**config.mk**
```make
export PLATFORM = sky130hd
export DESIGN_NAME = st_bus_top
export DESIGN_NICKNAME = d
export VERILOG_FILES = /design/src/st_bus_pkg.sv /design/src/cpu_req_latch.sv /design/src/addr_decode.sv /design/src/bus_slot_ctrl.sv /design/src/irq_ctrl.sv /design/src/st_bus_top.sv
export SDC_FILE = /design/constraint.sdc
export NUM_CORES = 1
export LEC_CHECK = 0
export BUFFER_PORTS_ARGS = -buffer_cell sky130_fd_sc_hd__buf_2
export CORE_MARGIN = 2
export CORE_UTILIZATION = 30
export CTS_BUF_LIST = sky130_fd_sc_hd__clkbuf_8
export CTS_CLUSTER_DIAMETER = 30
export CTS_CLUSTER_SIZE = 8
export DETAILED_ROUTE_END_ITERATION = 10
export HOLD_SLACK_MARGIN = 0.08
export PLACE_DENSITY = 0.62
export RECOVER_POWER = 25
export SKIP_CTS_REPAIR_TIMING = 1
export SLEW_MARGIN = 40
export SYNTH_ARGS = -nofsm -noshare
export SYNTH_HDL_FRONTEND = slang
export SYNTH_SLANG_ARGS = --single-unit
```
**constraint.sdc**
```tcl
create_clock -name clk_8 -period 1.4 [get_ports clk_8]
set_input_delay 0.07 -clock clk_8 [delete_from_list [all_inputs] [get_ports clk_8]]
set_output_delay 0.07 -clock clk_8 [all_outputs]
set_load 0.02 [all_outputs]
```
**src/st_bus_pkg.sv**
```systemverilog
// ~~~~~~~~~~~~~~~~~~~~~~~~~~~~~~~~~~~~~~~~~~~~~~~~~~
// st bus glue types and constants
// ~~~~~~~~~~~~~~~~~~~~~~~~~~~~~~~~~~~~~~~~~~~~~~~~~~
package st_bus_pkg;

	// cpu word address, addr[23:1]
	localparam int addr_w = 23;

	// cpu slots without dtack before the core sees a bus error
	localparam logic [3:0] berr_limit = 4'd15;

	// ram size codes
	localparam logic [2:0] mem_512k = 3'd0;
	localparam logic [2:0] mem_1m   = 3'd1;
	localparam logic [2:0] mem_2m   = 3'd2;
	localparam logic [2:0] mem_4m   = 3'd3;
	localparam logic [2:0] mem_8m   = 3'd4;
	localparam logic [2:0] mem_14m  = 3'd5;

	// the st uses autovectors for hbi and vbi, supplied by the glue
	localparam logic [7:0] vec_vbi = 8'h1c;
	localparam logic [7:0] vec_hbi = 8'h1a;

	// ipl[0] is tied high on the st, so only levels 6, 4 and 2 exist
	localparam logic [2:0] ipl_mfp  = 3'b001;
	localparam logic [2:0] ipl_vbi  = 3'b011;
	localparam logic [2:0] ipl_hbi  = 3'b101;
	localparam logic [2:0] ipl_idle = 3'b111;

	// cpu space cycle
	localparam logic [2:0] fc_iack = 3'd7;

	// device windows inside page 0xff
	// offset bits from *_lsb upward are compared against the base
	localparam logic [15:0] io_mmu_base     = 16'h8000;
	localparam int          io_mmu_lsb      = 1;
	localparam logic [15:0] io_vreg_base    = 16'h8200;
	localparam int          io_vreg_lsb     = 7;
	localparam logic [15:0] io_dma_base     = 16'h8600;
	localparam int          io_dma_lsb      = 4;
	localparam logic [15:0] io_psg_base     = 16'h8800;
	localparam int          io_psg_lsb      = 8;
	localparam logic [15:0] io_acia_base    = 16'hfc00;
	localparam int          io_acia_lsb     = 8;
	localparam logic [15:0] io_mfp_base     = 16'hfa00;
	localparam int          io_mfp_lsb      = 6;
	localparam logic [15:0] io_blitter_base = 16'h8a00;
	localparam int          io_blitter_lsb  = 8;

	// iack cycles carry the level in byte address bits 3:1
	typedef struct packed {
		logic [addr_w-4:0] unused;
		logic [2:0]        level;
	} iack_view_t;

	typedef union packed {
		logic [addr_w-1:0] mem;
		iack_view_t        iack;
	} cpu_addr_u;

	// latched cpu request, valid is the address strobe
	typedef struct packed {
		logic       valid;
		logic       rw;
		logic       uds;
		logic       lds;
		logic [2:0] fc;
		cpu_addr_u  addr;
	} cpu_req_t;

	typedef struct packed {
		logic mmu;
		logic vreg;
		logic dma;
		logic psg;
		logic acia;
		logic mfp;
		logic blitter;
	} io_sel_t;

	// request after the memory map lookup
	typedef struct packed {
		logic       valid;
		logic       rw;
		logic       uds;
		logic       lds;
		logic [2:0] fc;
		cpu_addr_u  addr;
		logic       ram_hit;
		logic       rom_hit;
		io_sel_t    io;
		logic       iack;
		logic [2:0] iack_level;
	} dec_t;

	// interrupt acknowledge strobe towards the irq controller
	typedef struct packed {
		logic       ack;
		logic [2:0] level;
	} ack_t;

endpackage

```
**src/cpu_req_latch.sv**
```systemverilog
// ~~~~~~~~~~~~~~~~~~~~~~~~~~~~~~~~~~~~~~~~~~~~~~~~~~
// cpu request latch
// ~~~~~~~~~~~~~~~~~~~~~~~~~~~~~~~~~~~~~~~~~~~~~~~~~~
`timescale 1ns/1ps

module cpu_req_latch import st_bus_pkg::*; (
	input  logic       clk_8,
	input  logic       pll_locked,
	input  logic       as,
	input  logic       rw,
	input  logic       uds,
	input  logic       lds,
	input  logic [2:0] fc,
	input  cpu_addr_u  addr,
	output cpu_req_t   req
);

	logic       as_q;
	logic       rw_q;
	logic       uds_q;
	logic       lds_q;
	logic [2:0] fc_q;
	cpu_addr_u  addr_q;

	// address strobe, the only control bit of the request
	always_ff @(posedge clk_8 or negedge pll_locked) begin
		if (!pll_locked) begin
			as_q <= 1'b0;
		end else begin
			as_q <= as;
		end
	end

	// cpu outputs are frozen for a whole 8 MHz cycle
	// so a core stepping ahead cannot disturb the cycle in progress
	always_ff @(posedge clk_8) begin
		rw_q   <= rw;
		uds_q  <= uds;
		lds_q  <= lds;
		fc_q   <= fc;
		addr_q <= addr;
	end

	always_comb begin
		req.valid = as_q;
		req.rw    = rw_q;
		req.uds   = uds_q;
		req.lds   = lds_q;
		req.fc    = fc_q;
		req.addr  = addr_q;
	end

endmodule

```
**src/addr_decode.sv**
```systemverilog
// ~~~~~~~~~~~~~~~~~~~~~~~~~~~~~~~~~~~~~~~~~~~~~~~~~~
// st memory and io map decode
// ~~~~~~~~~~~~~~~~~~~~~~~~~~~~~~~~~~~~~~~~~~~~~~~~~~
`timescale 1ns/1ps

module addr_decode import st_bus_pkg::*; (
	input  logic       clk_8,
	input  logic       pll_locked,
	input  cpu_req_t   req,
	input  logic [2:0] mem_cfg,
	input  logic       blitter_en,
	output dec_t       dec
);

	logic [addr_w-1:0] a;
	logic [15:0]       offs;
	logic              io_page;
	logic              ram_8m;
	logic              ram_14m;
	logic              low_rom;
	logic              rom_any;
	logic              ram_area;
	logic              iack_d;
	logic              ram_d;
	logic              rom_d;
	io_sel_t           io_d;

	logic       valid_q;
	logic       ram_q;
	logic       rom_q;
	logic       iack_q;
	io_sel_t    io_q;
	logic       rw_q;
	logic       uds_q;
	logic       lds_q;
	logic [2:0] fc_q;
	cpu_addr_u  addr_q;
	logic [2:0] level_q;

	// true when the offset falls inside the window at base
	function automatic logic io_hit(input logic [15:0] off, input logic [15:0] base,
			input int lsb);
		io_hit = ((off ^ base) >> lsb) == 16'd0;
	endfunction

	// word address view, a[22:15] is byte address 23:16
	assign a       = req.addr.mem;
	assign offs    = {a[14:0], 1'b0};
	assign io_page = (a[22:15] == 8'hff);
	assign iack_d  = (req.fc == fc_iack);

	// everything up to 4 MB shares the base bank
	always_comb begin
		case (mem_cfg)
			mem_512k, mem_1m, mem_2m, mem_4m: begin
				ram_8m  = 1'b0;
				ram_14m = 1'b0;
			end
			mem_8m: begin
				ram_8m  = 1'b1;
				ram_14m = 1'b0;
			end
			mem_14m: begin
				ram_8m  = 1'b1;
				ram_14m = 1'b1;
			end
			default: begin
				ram_8m  = 1'b0;
				ram_14m = 1'b0;
			end
		endcase
	end

	// first 8 bytes mirror the rom reset vectors
	assign low_rom = (a[22:2] == 21'd0);

	// tos 256k at 0xe00000, tos 192k at 0xfc0000, cartridge at 0xfa/0xfb
	assign rom_any = low_rom
		|| (a[22:17] == 6'b111000)
		|| (a[22:16] == 7'b1111110)
		|| (a[22:15] == 8'hfe)
		|| (a[22:15] == 8'hfa)
		|| (a[22:15] == 8'hfb);

	assign ram_area = (a[22:21] == 2'b00)
		|| (ram_8m && (a[22:21] == 2'b01))
		|| (ram_14m && ((a[22:21] == 2'b10) || (a[22:20] == 3'b110)));

	// cpu space cycles never reach memory or a device
	always_comb begin
		ram_d = !iack_d && !low_rom && ram_area;
		// rom write hits nothing and ends in a bus error
		rom_d = !iack_d && req.rw && rom_any;
		io_d  = '0;
		if (io_page && !iack_d) begin
			io_d.mmu     = io_hit(offs, io_mmu_base, io_mmu_lsb);
			io_d.vreg    = io_hit(offs, io_vreg_base, io_vreg_lsb);
			io_d.dma     = io_hit(offs, io_dma_base, io_dma_lsb);
			io_d.psg     = io_hit(offs, io_psg_base, io_psg_lsb);
			io_d.acia    = io_hit(offs, io_acia_base, io_acia_lsb);
			io_d.mfp     = io_hit(offs, io_mfp_base, io_mfp_lsb);
			io_d.blitter = blitter_en && io_hit(offs, io_blitter_base, io_blitter_lsb);
		end
	end

	always_ff @(posedge clk_8 or negedge pll_locked) begin
		if (!pll_locked) begin
			valid_q <= 1'b0;
			ram_q   <= 1'b0;
			rom_q   <= 1'b0;
			iack_q  <= 1'b0;
			io_q    <= '0;
		end else begin
			valid_q <= req.valid;
			ram_q   <= ram_d;
			rom_q   <= rom_d;
			iack_q  <= iack_d;
			io_q    <= io_d;
		end
	end

	// request payload follows along, level taken from the iack view
	always_ff @(posedge clk_8) begin
		rw_q    <= req.rw;
		uds_q   <= req.uds;
		lds_q   <= req.lds;
		fc_q    <= req.fc;
		addr_q  <= req.addr;
		level_q <= iack_d ? req.addr.iack.level : 3'd0;
	end

	always_comb begin
		dec.valid      = valid_q;
		dec.rw         = rw_q;
		dec.uds        = uds_q;
		dec.lds        = lds_q;
		dec.fc         = fc_q;
		dec.addr       = addr_q;
		dec.ram_hit    = ram_q;
		dec.rom_hit    = rom_q;
		dec.io         = io_q;
		dec.iack       = iack_q;
		dec.iack_level = level_q;
	end

	// device windows in page 0xff must never overlap
	a_io_onehot: assert property (@(posedge clk_8) disable iff (!pll_locked)
		$onehot0(dec.io))
		else $error("addr_decode: more than one io select");

endmodule

```
**src/bus_slot_ctrl.sv**
```systemverilog
// ~~~~~~~~~~~~~~~~~~~~~~~~~~~~~~~~~~~~~~~~~~~~~~~~~~
// bus slot arbitration and dtack
// ~~~~~~~~~~~~~~~~~~~~~~~~~~~~~~~~~~~~~~~~~~~~~~~~~~
`timescale 1ns/1ps

module bus_slot_ctrl import st_bus_pkg::*; (
	input  logic    clk_8,
	input  logic    pll_locked,
	input  dec_t    dec,
	input  logic    br,
	input  logic    turbo,
	input  logic    clr_berr,
	output logic    dtack,
	output logic    berr,
	output logic    ram_oe,
	output logic    ram_we,
	output io_sel_t io_sel,
	output ack_t    iack_ack
);

	logic [1:0] bus_cycle;
	logic [1:0] cyc_next;
	logic       cpu_slot;
	logic       grant;
	logic       oe_d;
	logic       we_d;
	logic       ack_d;
	logic       dtack_d;
	io_sel_t    io_d;
	logic       ack_q;
	logic [2:0] level_q;
	logic [3:0] tmo;

	// four slot bus cycle, slot 0 belongs to video
	always_ff @(posedge clk_8 or negedge pll_locked) begin
		if (!pll_locked) begin
			bus_cycle <= 2'd0;
		end else begin
			bus_cycle <= cyc_next;
		end
	end

	// outputs are registered, so judge the slot they will appear in
	assign cyc_next = bus_cycle + 2'd1;
	// turbo adds slot 3 as a second cpu slot
	assign cpu_slot = (cyc_next == 2'd1) || (turbo && (cyc_next == 2'd3));
	// another bus master halts the cpu by holding off dtack
	assign grant    = cpu_slot && dec.valid && !br;

	always_comb begin
		// rom reads go through the ram port as well
		oe_d    = grant && dec.rw && (dec.ram_hit || dec.rom_hit);
		we_d    = grant && !dec.rw && dec.ram_hit;
		io_d    = grant ? dec.io : '0;
		// levels 2 and 4 are autovectored, level 6 is the mfp's own
		ack_d   = grant && dec.iack && (dec.iack_level inside {3'd2, 3'd4, 3'd6});
		dtack_d = oe_d || we_d || (|io_d) || ack_d;
	end

	always_ff @(posedge clk_8 or negedge pll_locked) begin
		if (!pll_locked) begin
			dtack  <= 1'b0;
			ram_oe <= 1'b0;
			ram_we <= 1'b0;
			io_sel <= '0;
			ack_q  <= 1'b0;
		end else begin
			dtack  <= dtack_d;
			ram_oe <= oe_d;
			ram_we <= we_d;
			io_sel <= io_d;
			ack_q  <= ack_d;
		end
	end

	always_ff @(posedge clk_8) begin
		level_q <= dec.iack_level;
	end

	assign iack_ack = '{ack: ack_q, level: level_q};

	// dtack timeout, only cpu slots with a pending request count
	// once at the limit it holds until the core clears it
	always_ff @(posedge clk_8 or negedge pll_locked) begin
		if (!pll_locked) begin
			tmo <= 4'd0;
		end else if (clr_berr) begin
			tmo <= 4'd0;
		end else if ((tmo != berr_limit) && cpu_slot && dec.valid) begin
			if (dtack_d) begin
				tmo <= 4'd0;
			end else if (!br) begin
				tmo <= tmo + 4'd1;
			end
		end
	end

	assign berr = (tmo == berr_limit);

	a_oe_we_excl: assert property (@(posedge clk_8) disable iff (!pll_locked)
		!(ram_oe && ram_we))
		else $error("bus_slot_ctrl: ram read and write together");

	// a bus request seen at one edge blocks dtack from the next edge on
	a_br_no_dtack: assert property (@(posedge clk_8) disable iff (!pll_locked)
		br |=> !dtack)
		else $error("bus_slot_ctrl: dtack while another master holds the bus");

endmodule

```
**src/irq_ctrl.sv**
```systemverilog
// ~~~~~~~~~~~~~~~~~~~~~~~~~~~~~~~~~~~~~~~~~~~~~~~~~~
// hbi vbi interrupt control
// ~~~~~~~~~~~~~~~~~~~~~~~~~~~~~~~~~~~~~~~~~~~~~~~~~~
`timescale 1ns/1ps

module irq_ctrl import st_bus_pkg::*; (
	input  logic       clk_8,
	input  logic       pll_locked,
	input  logic       st_hs,
	input  logic       st_vs,
	input  logic       mfp_irq,
	input  ack_t       iack_ack,
	output logic [2:0] ipl,
	output logic [7:0] vector
);

	logic vs_q;
	logic vs_q2;
	logic hs_q;
	logic hs_q2;
	logic vbi;
	logic hbi;
	logic vbi_ack;
	logic hbi_ack;

	// vbi is level 4, hbi is level 2
	assign vbi_ack = iack_ack.ack && (iack_ack.level == 3'd4);
	assign hbi_ack = iack_ack.ack && (iack_ack.level == 3'd2);

	always_ff @(posedge clk_8 or negedge pll_locked) begin
		if (!pll_locked) begin
			vs_q  <= 1'b0;
			vs_q2 <= 1'b0;
			hs_q  <= 1'b0;
			hs_q2 <= 1'b0;
			vbi   <= 1'b0;
			hbi   <= 1'b0;
		end else begin
			// syncs come from the video timing, register before use
			vs_q  <= st_vs;
			vs_q2 <= vs_q;
			hs_q  <= st_hs;
			hs_q2 <= hs_q;
			// acknowledge wins over a new edge in the same cycle
			if (vbi_ack) begin
				vbi <= 1'b0;
			end else if (vs_q && !vs_q2) begin
				vbi <= 1'b1;
			end
			if (hbi_ack) begin
				hbi <= 1'b0;
			end else if (hs_q && !hs_q2) begin
				hbi <= 1'b1;
			end
		end
	end

	// mfp above vbi above hbi
	assign ipl = mfp_irq ? ipl_mfp : (vbi ? ipl_vbi : (hbi ? ipl_hbi : ipl_idle));

	// vector only while the acknowledge is on the bus
	assign vector = vbi_ack ? vec_vbi : (hbi_ack ? vec_hbi : 8'h00);

endmodule

```
**src/st_bus_top.sv**
```systemverilog
// ~~~~~~~~~~~~~~~~~~~~~~~~~~~~~~~~~~~~~~~~~~~~~~~~~~
// st cpu bus glue top
// ~~~~~~~~~~~~~~~~~~~~~~~~~~~~~~~~~~~~~~~~~~~~~~~~~~
`timescale 1ns/1ps

module st_bus_top import st_bus_pkg::*; (
	input  logic       clk_8,
	input  logic       pll_locked,
	input  logic       as,
	input  logic       rw,
	input  logic       uds,
	input  logic       lds,
	input  logic [2:0] fc,
	input  cpu_addr_u  addr,
	input  logic       br,
	input  logic       turbo,
	input  logic       blitter_en,
	input  logic [2:0] mem_cfg,
	input  logic       clr_berr,
	input  logic       st_hs,
	input  logic       st_vs,
	input  logic       mfp_irq,
	output logic       dtack,
	output logic       berr,
	output logic       ram_oe,
	output logic       ram_we,
	output io_sel_t    io_sel,
	output logic [2:0] ipl,
	output logic [7:0] vector
);

	cpu_req_t req;
	dec_t     dec;
	ack_t     iack_ack;

	// stage one, sample the cpu bus
	cpu_req_latch i_req (
		.clk_8      (clk_8),
		.pll_locked (pll_locked),
		.as         (as),
		.rw         (rw),
		.uds        (uds),
		.lds        (lds),
		.fc         (fc),
		.addr       (addr),
		.req        (req)
	);

	// stage two, memory and io map
	addr_decode i_dec (
		.clk_8      (clk_8),
		.pll_locked (pll_locked),
		.req        (req),
		.mem_cfg    (mem_cfg),
		.blitter_en (blitter_en),
		.dec        (dec)
	);

	// stage three, slot grant, strobes and timeout
	bus_slot_ctrl i_slot (
		.clk_8      (clk_8),
		.pll_locked (pll_locked),
		.dec        (dec),
		.br         (br),
		.turbo      (turbo),
		.clr_berr   (clr_berr),
		.dtack      (dtack),
		.berr       (berr),
		.ram_oe     (ram_oe),
		.ram_we     (ram_we),
		.io_sel     (io_sel),
		.iack_ack   (iack_ack)
	);

	irq_ctrl i_irq (
		.clk_8      (clk_8),
		.pll_locked (pll_locked),
		.st_hs      (st_hs),
		.st_vs      (st_vs),
		.mfp_irq    (mfp_irq),
		.iack_ack   (iack_ack),
		.ipl        (ipl),
		.vector     (vector)
	);

endmodule

```
* After elaboration in Yosys (flattened, before gate mapping)
Index checks and enable logic that the tools add are counted.
Cells by class: add/sub/neg operators 2, eq/ne operators 22, muxes and demuxes 17, bitwise operators 7, reductions and logical operators 58
Operators by type and width (count):
- 16-bit logical NOT | 7
- 8-bit equality test, second input constant | 4
- 1-bit logical AND | 23
- 3-bit equality test, second input constant | 7
- 21-bit logical NOT | 1
- 4-bit 2-to-1 mux | 4
- 7-bit 2-to-1 mux | 2
- 1-bit logical OR | 13
- 6-bit inverter | 2
- 8-bit 2-to-1 mux | 1
- 7-bit equality test, second input constant | 1
- 7-bit OR reduction | 1
- 3-bit by 2-bit equality test with 1-bit output, second input constant | 2
- 6-bit equality test, second input constant | 1
- 1-bit logical NOT | 6
- 1-bit 2-to-1 mux | 6
- 3-bit 2-to-1 mux | 2
- 3-bit inverter | 2
- 2-bit nonzero test | 3
- 5-bit 2-to-1 mux | 1
- 4-bit by 1-bit adder with 4-bit output, second input constant | 1
- 2-bit by 1-bit equality test with 1-bit output, second input constant | 2
- 2-bit equality test, second input constant | 2
- 4-bit equality test, second input constant | 1
- 10 further kinds | 11
Word-level totals: register bits after elaboration 69, bits of input ports 42, output and inout port bits 22, word-level logic and storage cells 143

* Depth between registers and ports, before layout
Gate-level depths: netlist (run 1).
depth in word-level cells 14, depth in mapped cells 7, gate-level depth less buffers 6

* Modules after synthesis
Synthesis (run 1) repeated with hierarchy kept, for this count alone.
Unflattened totals: cells, all modules 221, area, all modules 3001.6 um^2
Modules (own cells, without submodules):
- addr_decode | instances 1, cells an instance 92, area an instance 1244.9 um^2, sequential area each 915.9 um^2
- bus_slot_ctrl | instances 1, cells an instance 69, area an instance 837.1 um^2, sequential area each 485.5 um^2
- cpu_req_latch | instances 1, cells an instance 34, area an instance 635.6 um^2, sequential area each 605.6 um^2
- irq_ctrl | instances 1, cells an instance 26, area an instance 284.0 um^2, sequential area each 150.1 um^2

* Worst setup path after synthesis (run 1)
Ideal clock, no wire load.
kind register to output, from register i_slot.ack_q, to output vector[4], arrival time 1.623 ns, required time 1.330 ns, setup slack -0.293 ns, cell stages (with the launch flop) 4, buffers on the path 1, cells stage by stage dfrtp_1 -> nor4bb_1 -> or2_2 -> buf_4
Between the ends: longest elaborated chain between the ends 3, elaborated cells on any way between the ends 4, classes of those cells mux (2); reduce/logical (2)
Ends and longest elaborated chain:
- start, declared | line bus_slot_ctrl.sv:30 | logic ack_q;
- start signal, assigned | line bus_slot_ctrl.sv:72 | ack_q <= ack_d;
- 1-bit logical AND | line irq_ctrl.sv:28 | assign hbi_ack = iack_ack.ack && (iack_ack.level == 3'd2);
- 5-bit 2-to-1 mux | line irq_ctrl.sv:62 | assign vector = vbi_ack ? vec_vbi : (hbi_ack ? vec_hbi : 8'h00);
- 8-bit 2-to-1 mux * | line irq_ctrl.sv:62
- end, declared | line st_bus_top.sv:29 | output logic [7:0] vector
Every way passes the cells marked *; elsewhere a longest branch is shown, timed or not.

* Worst setup path in the final report (run 1)
from register i_slot.ack_q, to output vector[3]
The elaborated chain is that of the path after synthesis.

==> flow_metrics.env, run 1 <==
export IMPL_h_tree_depth=3
export IMPL_synth_top_area_share_pct=38.9
export IMPL_slowest_delay_ns=0.38
export IMPL_critPathKind="reg -> out"
export IMPL_cts_max_path_buffers=2
export IMPL_min_period_ns=1.44
export IMPL_numCtsBuffers=9
export IMPL_grt_ovfl_total=0
export IMPL_ys_ff_latch=69
export IMPL_clk_latency_ns=0.34
export IMPL_avgRoutedWirePerCell_um=11.5
export IMPL_synth_warnings=0
export IMPL_crit_family="simple AND/OR/NAND/NOR gates"
export IMPL_worst_path_max_delay_cell="nor4bb_4"
export IMPL_globalplace_congestion=0.788
export IMPL_drive_gt1_share_pct=40.6
export IMPL_synth_largest_area_cell="dfrtp_1"
export IMPL_seqCellArea_um2=1570
export IMPL_hold_viol=0
export IMPL_avgSynthCellArea_um2=12.3
export IMPL_diodes=0
export IMPL_io_buffers=56
export IMPL_first_global_vias=1501
export IMPL_synth_xor_area_share_pct=0
export IMPL_p_per_area_nw_per_um2=1230
export IMPL_io_pins=64
export IMPL_whs_ns=0.149
export IMPL_tightest_slew_ns=0.815
export IMPL_synthSimpleGateAreaFrac_pct=19.1
export IMPL_drc_errors=0
export IMPL_ant_nets=0
export IMPL_ys_flop_type="dfrtp_1"
export IMPL_cp_max_fo=3
export IMPL_outcome="finished, violations left"
export IMPL_synthArstFlopShare_pct=50.7
export IMPL_setup_violations=3
export IMPL_cp_arrival_ns=1.37
export IMPL_synthTopCellsByArea="dfrtp_1 (39%), dfxtp_1 (30%), and2_1 (3.3%)"
export IMPL_min_path_type="in -> reg"
export IMPL_cp_num_buf_inv=1
export IMPL_fillers=680
export IMPL_fin_skew_ns=0.00640
export IMPL_syn_instance_count=183
export IMPL_synth_top_family_by_area="simple AND/OR/NAND/NOR gates"
export IMPL_drtIter0Drc=25
export IMPL_maxCapViolCount=0
export IMPL_rows=31
export IMPL_final_nets=338
export IMPL_leakage_nw=1.55
export IMPL_cts_tree="yes"
export IMPL_cts_root_buffer="clkbuf_8"
export IMPL_ys_top_cells_by_count="dfrtp_1 (35), dfxtp_1 (34), and2_1 (12), nor4_1 (10)"
export IMPL_synthDistinctLibCells=33
export IMPL_grt_first_pass_wirelength_mm=6.71
export IMPL_rsz0062_at_grt="true"
export IMPL_dpl_hpwl_mm=2.99
export IMPL_finalCritPeriodShare_pct=103
export IMPL_grt_max_degree=36
export IMPL_synth_compound_area_share_pct=5.62
export IMPL_die_h_um=90.6
export IMPL_slew_headroom_pct=45.7
export IMPL_cp_cell_sequence="nor4bb_4 -> or2_4 -> buf_6"
export IMPL_synthAdderAreaFrac_pct=1.67
export IMPL_violations="setup timing"
export IMPL_yosysMostFrequentCell="dfrtp_1"
export IMPL_peakVddDrop_mv=0.801
export IMPL_worst_setup_path_start_kind="register"
export IMPL_timing_fmax_ghz=0.697
export IMPL_setup_tns_ns=-0.0907
export IMPL_path_clk_slew_ns=0.07
export IMPL_cp_required_ns=1.33
export IMPL_areaGrowthSynthToFinish_pct=54.0
export IMPL_first_pass_iters=4
export IMPL_cts_sinks=69
export IMPL_seq_area_frac_synth_pct=69.2
export IMPL_finalWorstSetupSlack_ns=-0.0356
export IMPL_synth_edf_count=0
export IMPL_netlist_area_um2=2250
export IMPL_track_usage_pct=10.6
export IMPL_vias=1720
export IMPL_slew_violations=0
export IMPL_wirelength_mm=4.58
export IMPL_multiInputGateArea_um2=758
export IMPL_muxShareOfSynthArea_pct=0
export IMPL_worstSetupEndpointType="output port"
export IMPL_die_area_um2=8210
export IMPL_fp_dieW_um=90.6
export IMPL_pre_cts_ws_ns=-0.128
export IMPL_start_util_pct=31.0
export IMPL_antenna_found_initial=0
export IMPL_core_area_um2=7250
export IMPL_viasPerCell=4.33
flip-flops by register name, indices dropped and copies added (netlist names), 2 cells and up:
| name | flops |
|---|---|
| i_slot.tmo | 4 |
| i_req.fc_q | 3 |
| i_slot.level_q | 3 |
| i_slot.io_sel | 7 |
| i_req.addr_q | 23 |
| i_dec.level_q | 3 |
| i_slot.bus_cycle | 2 |
| i_dec.dec | 7 |
cells by family (layout without fill, tap and decap cells):
family / Yosys count / count (layout)
and+or+nand+nor: 73 / 74
DFF: 69 / 69
AOI/OAI and AO/OA: 21 / 21
buffers and inverters: 15 / 126
adders and majority gates: 3 / 3
other: 2 / 5
metal layers:
metal | global-route usage [%] | vias to the layer above | wire length (µm)
met4 | 5.26 | 0 | 61
li1 | - | 839 | -
met1 | 12.4 | 804 | 1780
met2 | 15.8 | 69 | 2350
met5 | 0 | - | 0
met3 | 5.43 | 8 | 380
cell usage in the layout, fill, tap and decap left out, types with 5 or more instances in the layout:
master,instances
buf_2,53
dlygate4sd3_1,35
dfrtp_1,35
dfxtp_1,24
buf_4,12
and2_1,11
clkbuf_8,10
dfxtp_2,10
nor2_1,9
a21oi_1,8
nand2_1,6
nand2b_1,5
inv_1,5
nor3_1,5
nor4_2,5
conb_1,5
worst register-to-register path, delay by kind of cell, from the launching register on:
kind	cells	cell delay, ns
AOI/OAI and AO/OA	3	0.32
adders and majority gates	1	0.19
DFF	1	0.37
buffers and inverters	2	0.22
and+or+nand+nor	1	0.20
per-stage QoR:
| stage | power (W) | cells | area (µm²) | util [%] |
|---|---|---|---|---|
| 2_1_floorplan | 0.00218 | 186 | 2280 | - |
| 3_3_place_gp | 0.00227 | 337 | 2660 | 36.7 |
| 3_5_place_dp | 0.00227 | 337 | 2660 | 36.7 |
| 6_report | 0.00426 | 397 | 3460 | 47.8 |
| 4_1_cts | 0.00422 | 353 | 2910 | 40.1 |
| 5_1_grt | 0.00446 | 397 | 3460 | 47.8 |
area by class of cell:
class,count,area share [%]
clock buffers,10,3.97
clock inverters,6,3.14
flip-flops and latches,69,45.3
repair buffers,104,21.5
inverters,6,0.650
multi-input cells,103,21.9
well taps,99,3.58
path summary, 6_finish.rpt:
check                      cells after the start                  end  slack [ns]                 from
max                                            3            vector[3]       -0.04         i_slot.ack_q
min                                            4          i_dec.ram_q        0.15           mem_cfg[2]
max reg2reg                                    7        i_slot.tmo[2]        0.02  i_slot.bus_cycle[0]
min reg2reg                                    0    i_slot.level_q[0]        0.35     i_dec.level_q[0]
max in group asynchronous                      3        i_dec.dec[10]        0.44           pll_locked
min in group asynchronous                      3  i_slot.bus_cycle[0]        0.44           pll_locked
power breakdown:
group / total, W / switching, W / internal (W)
sequential: 0.00209 / 0.0000406 / 0.00205
combinational: 0.000240 / 0.000100 / 0.000141
clock: 0.00193 / 0.000701 / 0.00123
total: 0.00426 / 0.000841 / 0.00342
Note: power is estimated with default switching activity, not from simulation.
==> run 2, diff against run 1 <==
- PLACE_DENSITY: 0.62 -> 0.6
- SYNTH_HIERARCHICAL: not set -> 1
==> run 2 against run 1 <==
Against the previous run: largest power group unchanged; critical path type is now reg -> reg; clock-buffer cell count stayed put; non-clock buffer count is 11 higher; the run still ends with setup timing left; cell area is 3.3% higher; highest routed layer unchanged.
==> flow_metrics.env, run 2 <==
export IMPL_slew_violations=0
export IMPL_track_usage_pct=10.7
export IMPL_drc_errors=0
export IMPL_violations="setup timing"
export IMPL_final_util_pct=46.6
export IMPL_whs_ns=0.0767
export IMPL_synth_warnings=6
export IMPL_numCtsBuffers=9
export IMPL_h_tree_depth=3
export IMPL_finalCritPeriodShare_pct=108
export IMPL_maxCapViolCount=0
export IMPL_die_h_um=92.9
export IMPL_setup_violations=3
export IMPL_final_cell_mix="buf_2 (54), dfrtp_1 (35), dlygate4sd3_1 (34), dfxtp_1 (28), buf_4 (24)"
export IMPL_grt_max_degree=19
export IMPL_grt_first_pass_wirelength_mm=6.96
export IMPL_drive_gt1_share_pct=43.0
export IMPL_syn_instance_count=187
export IMPL_viasPerCell=4.13
export IMPL_netlist_area_um2=2370
export IMPL_pre_cts_ws_ns=-0.133
export IMPL_top_register="i_req/addr_q"
export IMPL_dpl_hpwl_mm=3.10
export IMPL_wirelength_mm=4.77
export IMPL_worst_setup_path_start_kind="register"
export IMPL_peakVddDrop_mv=0.947
export IMPL_first_global_vias=1476
export IMPL_die_area_um2=8630
export IMPL_setup_tns_ns=-0.212
export IMPL_min_path_type="in -> reg"
export IMPL_finalWorstSetupSlack_ns=-0.109
export IMPL_io_buffers=56
export IMPL_globalplace_congestion=0.717
export IMPL_cts_tree="yes"
export IMPL_largest_reg_flops=23
export IMPL_grt_ovfl_total=0
export IMPL_outcome="finished, violations left"
export IMPL_antenna_found_initial=0
export IMPL_fin_skew_ns=0.00618
export IMPL_clk_latency_ns=0.34
export IMPL_rsz0062_at_grt="true"
export IMPL_final_common_cell="buf_2"
export IMPL_leakage_nw=1.66
export IMPL_min_period_ns=1.51
export IMPL_vias=1680
export IMPL_fp_dieW_um=92.9
export IMPL_p_per_area_nw_per_um2=1210
export IMPL_cts_sinks=69
export IMPL_cp_arrival_ns=1.78
export IMPL_areaGrowthSynthToFinish_pct=51.0
export IMPL_avgSynthCellArea_um2=12.7
export IMPL_diodes=0
export IMPL_worstSetupEndpointType="register"
export IMPL_path_clk_slew_ns=0.07
export IMPL_cp_max_fo=2
export IMPL_start_util_pct=30.8
export IMPL_drtIter0Drc=130
export IMPL_cts_root_buffer="clkbuf_8"
export IMPL_critPathKind="reg -> reg"
export IMPL_io_pins=64
export IMPL_cts_max_path_buffers=2
export IMPL_p_total_w=0.00432
export IMPL_cp_required_ns=1.67
export IMPL_core_area_um2=7690
export IMPL_first_pass_iters=4
export IMPL_final_nets=345
export IMPL_rows=32
export IMPL_timing_fmax_ghz=0.663
export IMPL_ant_nets=0
export IMPL_avgRoutedWirePerCell_um=11.7
export IMPL_hold_viol=0
-- run 2: area by class of cell --
type | count | area (µm²)
clock inverter | 6 | 111
tap | 102 | 128
clock buffer | 10 | 138
fill | 688 | 4110
multi-input combinational | 99 | 783
timing repair buffer | 115 | 833
sequential | 69 | 1560
inverter | 6 | 22.5
-- run 2: stage by stage --
step,instances,area [µm²]
global placement,352,2840
finish,407,3580
global route,407,3580
detailed placement,352,2840
floorplan,190,2380
CTS,368,3090
-- run 2: path summary, 6_finish.rpt --
path	from	end	slack, ns	cells past startpoint
worst max-delay path	i_req/addr_q[2]	i_dec/rom_q	-0.11	4
worst min-delay path	mem_cfg[1]	i_dec/ram_q	0.08	4
worst max register to register	i_req/addr_q[2]	i_dec/rom_q	-0.11	4
worst min register to register	i_req/as_q	i_dec/valid_q	0.35	0
max in group asynchronous	pll_locked	i_slot/bus_cycle[0]	0.76	3
min in group asynchronous	pll_locked	i_irq/vs_q	0.20	2
-- run 2: critical path: stages, from the launching register on --
cell and delay, ns:
dfxtp_1 0.33, or4_4 0.54, nor4_2 0.20, and4_1 0.23, o311a_1 0.16
-- run 2: where the power goes --
| part | total [W] | internal, W | switching (W) |
|---|---|---|---|
| Clock | 0.00196 | 0.00123 | 0.000733 |
| Combinational | 0.000273 | 0.000162 | 0.000111 |
| Sequential | 0.00208 | 0.00204 | 0.0000394 |
| Total | 0.00432 | 0.00344 | 0.000883 |
-- run 2: per-layer routing --
metal	vias up	GRT usage, %	share of wire [%]
li1	856	-	-
met1	766	13.1	41
met2	53	16.1	52
met3	5	5.37	5.5
met4	0	4.04	1.1
met5	-	0	0
==> run 3, diff against run 2 <==
- REMOVE_ABC_BUFFERS: not set -> 1
==> run 3 against run 2 <==
Against the previous run: the flow still finishes with violations (setup timing); hold slack got worse by 0.028 ns; largest cell class unchanged; cell area shrank 1.2%; non-clock buffer count shrank 3; fmax is essentially flat; clock-buffer cell count rose by 1; largest power group unchanged; register-to-register slack barely moved; combinational power rose by 2%; die area unchanged; cell count down 0.74%.
==> flow_metrics.env, run 3 (same netlist as run 2, synthesis figures left out) <==
export IMPL_cts_max_path_buffers=2
export IMPL_dpl_hpwl_mm=3.13
export IMPL_min_delay_start="mem_cfg[1]"
export IMPL_met3_usage_pct=3.17
export IMPL_min_period_ns=1.51
export IMPL_viasPerCell=4.25
export IMPL_p_switching_w=0.000886
export IMPL_r2r_cells=4
export IMPL_cp_required_ns=1.67
export IMPL_whs_path_depth=4
export IMPL_die_h_um=92.9
export IMPL_grt_ovfl_total=0
export IMPL_globalplace_congestion=0.751
export IMPL_cp_cell_sequence="or4_4 -> nor4_2 -> and4_1 -> o311a_1"
export IMPL_worstReg2RegStart="i_req/addr_q[2]"
export IMPL_p_total_w=0.00383
export IMPL_setup_violations=5
export IMPL_path_clk_slew_ns=0.07
export IMPL_numCtsBuffers=9
export IMPL_avgRoutedWirePerCell_um=11.8
export IMPL_place_area_um2=2810
export IMPL_leakage_nw=1.59
export IMPL_cp_arrival_ns=1.78
export IMPL_violations="setup timing"
export IMPL_final_nets=342
export IMPL_stdcell_count=404
export IMPL_pwr_share_clk_pct=38.4
export IMPL_met2_usage_pct=15.8
export IMPL_antenna_found_initial=0
export IMPL_track_usage_pct=9.96
export IMPL_r2r_slack_ns=-0.11
export IMPL_first_global_vias=1471
export IMPL_rsz0062_at_grt="true"
export IMPL_crit_family="simple AND/OR/NAND/NOR gates"
export IMPL_io_buffers=56
export IMPL_peakVddDrop_mv=0.612
export IMPL_cts_tree="yes"
export IMPL_outcome="finished, violations left"
export IMPL_worst_setup_path_start_kind="register"
export IMPL_swShare_pct=23.1
export IMPL_start_util_pct=30.8
export IMPL_dp_cells=349
export IMPL_vias=1718
export IMPL_h_tree_depth=3
export IMPL_cts_sinks=69
export IMPL_clk_latency_ns=0.33
export IMPL_maxCapViolCount=0
export IMPL_diodes=0
export IMPL_worst_path_max_delay_cell="or4_4"
export IMPL_die_area_um2=8630
export IMPL_drive_gt1_share_pct=46.0
export IMPL_r2r_end="i_dec/rom_q"
export IMPL_final_util_pct=46.0
export IMPL_final_common_cell="buf_2"
export IMPL_fp_dieW_um=92.9
export IMPL_critPathKind="reg -> reg"
export IMPL_drtIter0Drc=61
export IMPL_comb_power_share_pct=7.2
export IMPL_top_usage_layer="met2"
export IMPL_cp_max_fo=2
export IMPL_grt_max_degree=19
export IMPL_setup_tns_ns=-0.219
export IMPL_rows=32
export IMPL_cts_root_buffer="clkbuf_8"
export IMPL_min_path_type="in -> reg"
export IMPL_slowest_delay_ns=0.55
export IMPL_drc_errors=0
export IMPL_p_per_area_nw_per_um2=1080
export IMPL_grt_first_pass_wirelength_mm=6.53
export IMPL_areaGrowthSynthToFinish_pct=49.2
export IMPL_largest_reg_flops=23
export IMPL_finalCritPeriodShare_pct=108
export IMPL_io_pins=64
export IMPL_finalWorstSetupSlack_ns=-0.108
export IMPL_wirelength_mm=4.79
export IMPL_ant_nets=0
export IMPL_top_register="i_req/addr_q"
export IMPL_seq_power_share_pct=54.4
export IMPL_hold_viol=0
export IMPL_use_met1_pct=11.8
export IMPL_core_area_um2=7690
export IMPL_timing_fmax_ghz=0.663
export IMPL_fin_skew_ns=0.00500
export IMPL_first_pass_iters=4
export IMPL_path_depth=4
export IMPL_slew_violations=0
export IMPL_finalInstanceArea_um2=3540
export IMPL_worstSetupEndpointType="register"
export IMPL_final_cell_mix="buf_2 (53), dfrtp_1 (35), dlygate4sd3_1 (34), dfxtp_1 (29), buf_4 (20)"
export IMPL_cp_num_buf_inv=0
export IMPL_hold_end="i_dec/ram_q"
export IMPL_p_int_w=0.00295
-- run 3: cell types whose count changed in the layout (fill, tap and decap cells not counted), sizes merged --
cell,delta
clkbuf,+1
bufinv,-3
clkinvlp,+2
buf,-3
-- run 3: power by group through the flow --
stage / clock, W / sequential [W] / combinational, W
after CTS: 0.00151 / 0.00208 / 0.000182
after global placement: 0 / 0.00212 / 0.000180
final: 0.00147 / 0.00208 / 0.000278
after global routing: 0.00160 / 0.00209 / 0.000305
after floorplan: 0 / 0.00211 / 0.0000582
after detailed placement: 0 / 0.00212 / 0.000182
-- run 3: worst max path at each step --
stage / from / slack [ns] / endpoint
floorplan: i_req/addr_q[20] / -0.05 / i_dec/rom_q
global placement: i_req/addr_q[20] / -0.08 / i_dec/rom_q
detailed placement: i_req/addr_q[20] / -0.12 / i_dec/rom_q
CTS: i_req/addr_q[20] / -0.15 / i_dec/rom_q
global route: i_req/addr_q[2] / -0.17 / i_dec/rom_q
finish: i_req/addr_q[2] / -0.11 / i_dec/rom_q
-- run 3: final cells by class --
cell class / instances / area (µm²)
inverters: 6 / 22.5
repair buffers: 112 / 821
fillers: 717 / 4150
clock inverters: 5 / 33.8
clock buffers: 11 / 151
multi-input cells: 99 / 816
well taps: 102 / 128
flip-flops and latches: 69 / 1570
-- run 3: worst min-delay path: cells and delay by family --
family / cells / cell delay [ns]
compound gates: 1 / 0.08
simple gates: 2 / 0.12
buf+inv: 1 / 0.07
-- run 3: stage by stage --
stage / setup slack [ns] / hold WS [ns]
global placement: -0.0755 / 0.0272
CTS: -0.149 / -0.339
detailed placement: -0.120 / 0.0251
finish: -0.108 / 0.0491
floorplan: -0.0469 / -0.226
global route: -0.169 / 0.0974
-- run 3: per-layer routing --
layer	share of wire [%]	routed length [µm]
met5	0	0
met4	1.6	76
met1	40	1930
met2	53	2550
met3	4.8	228
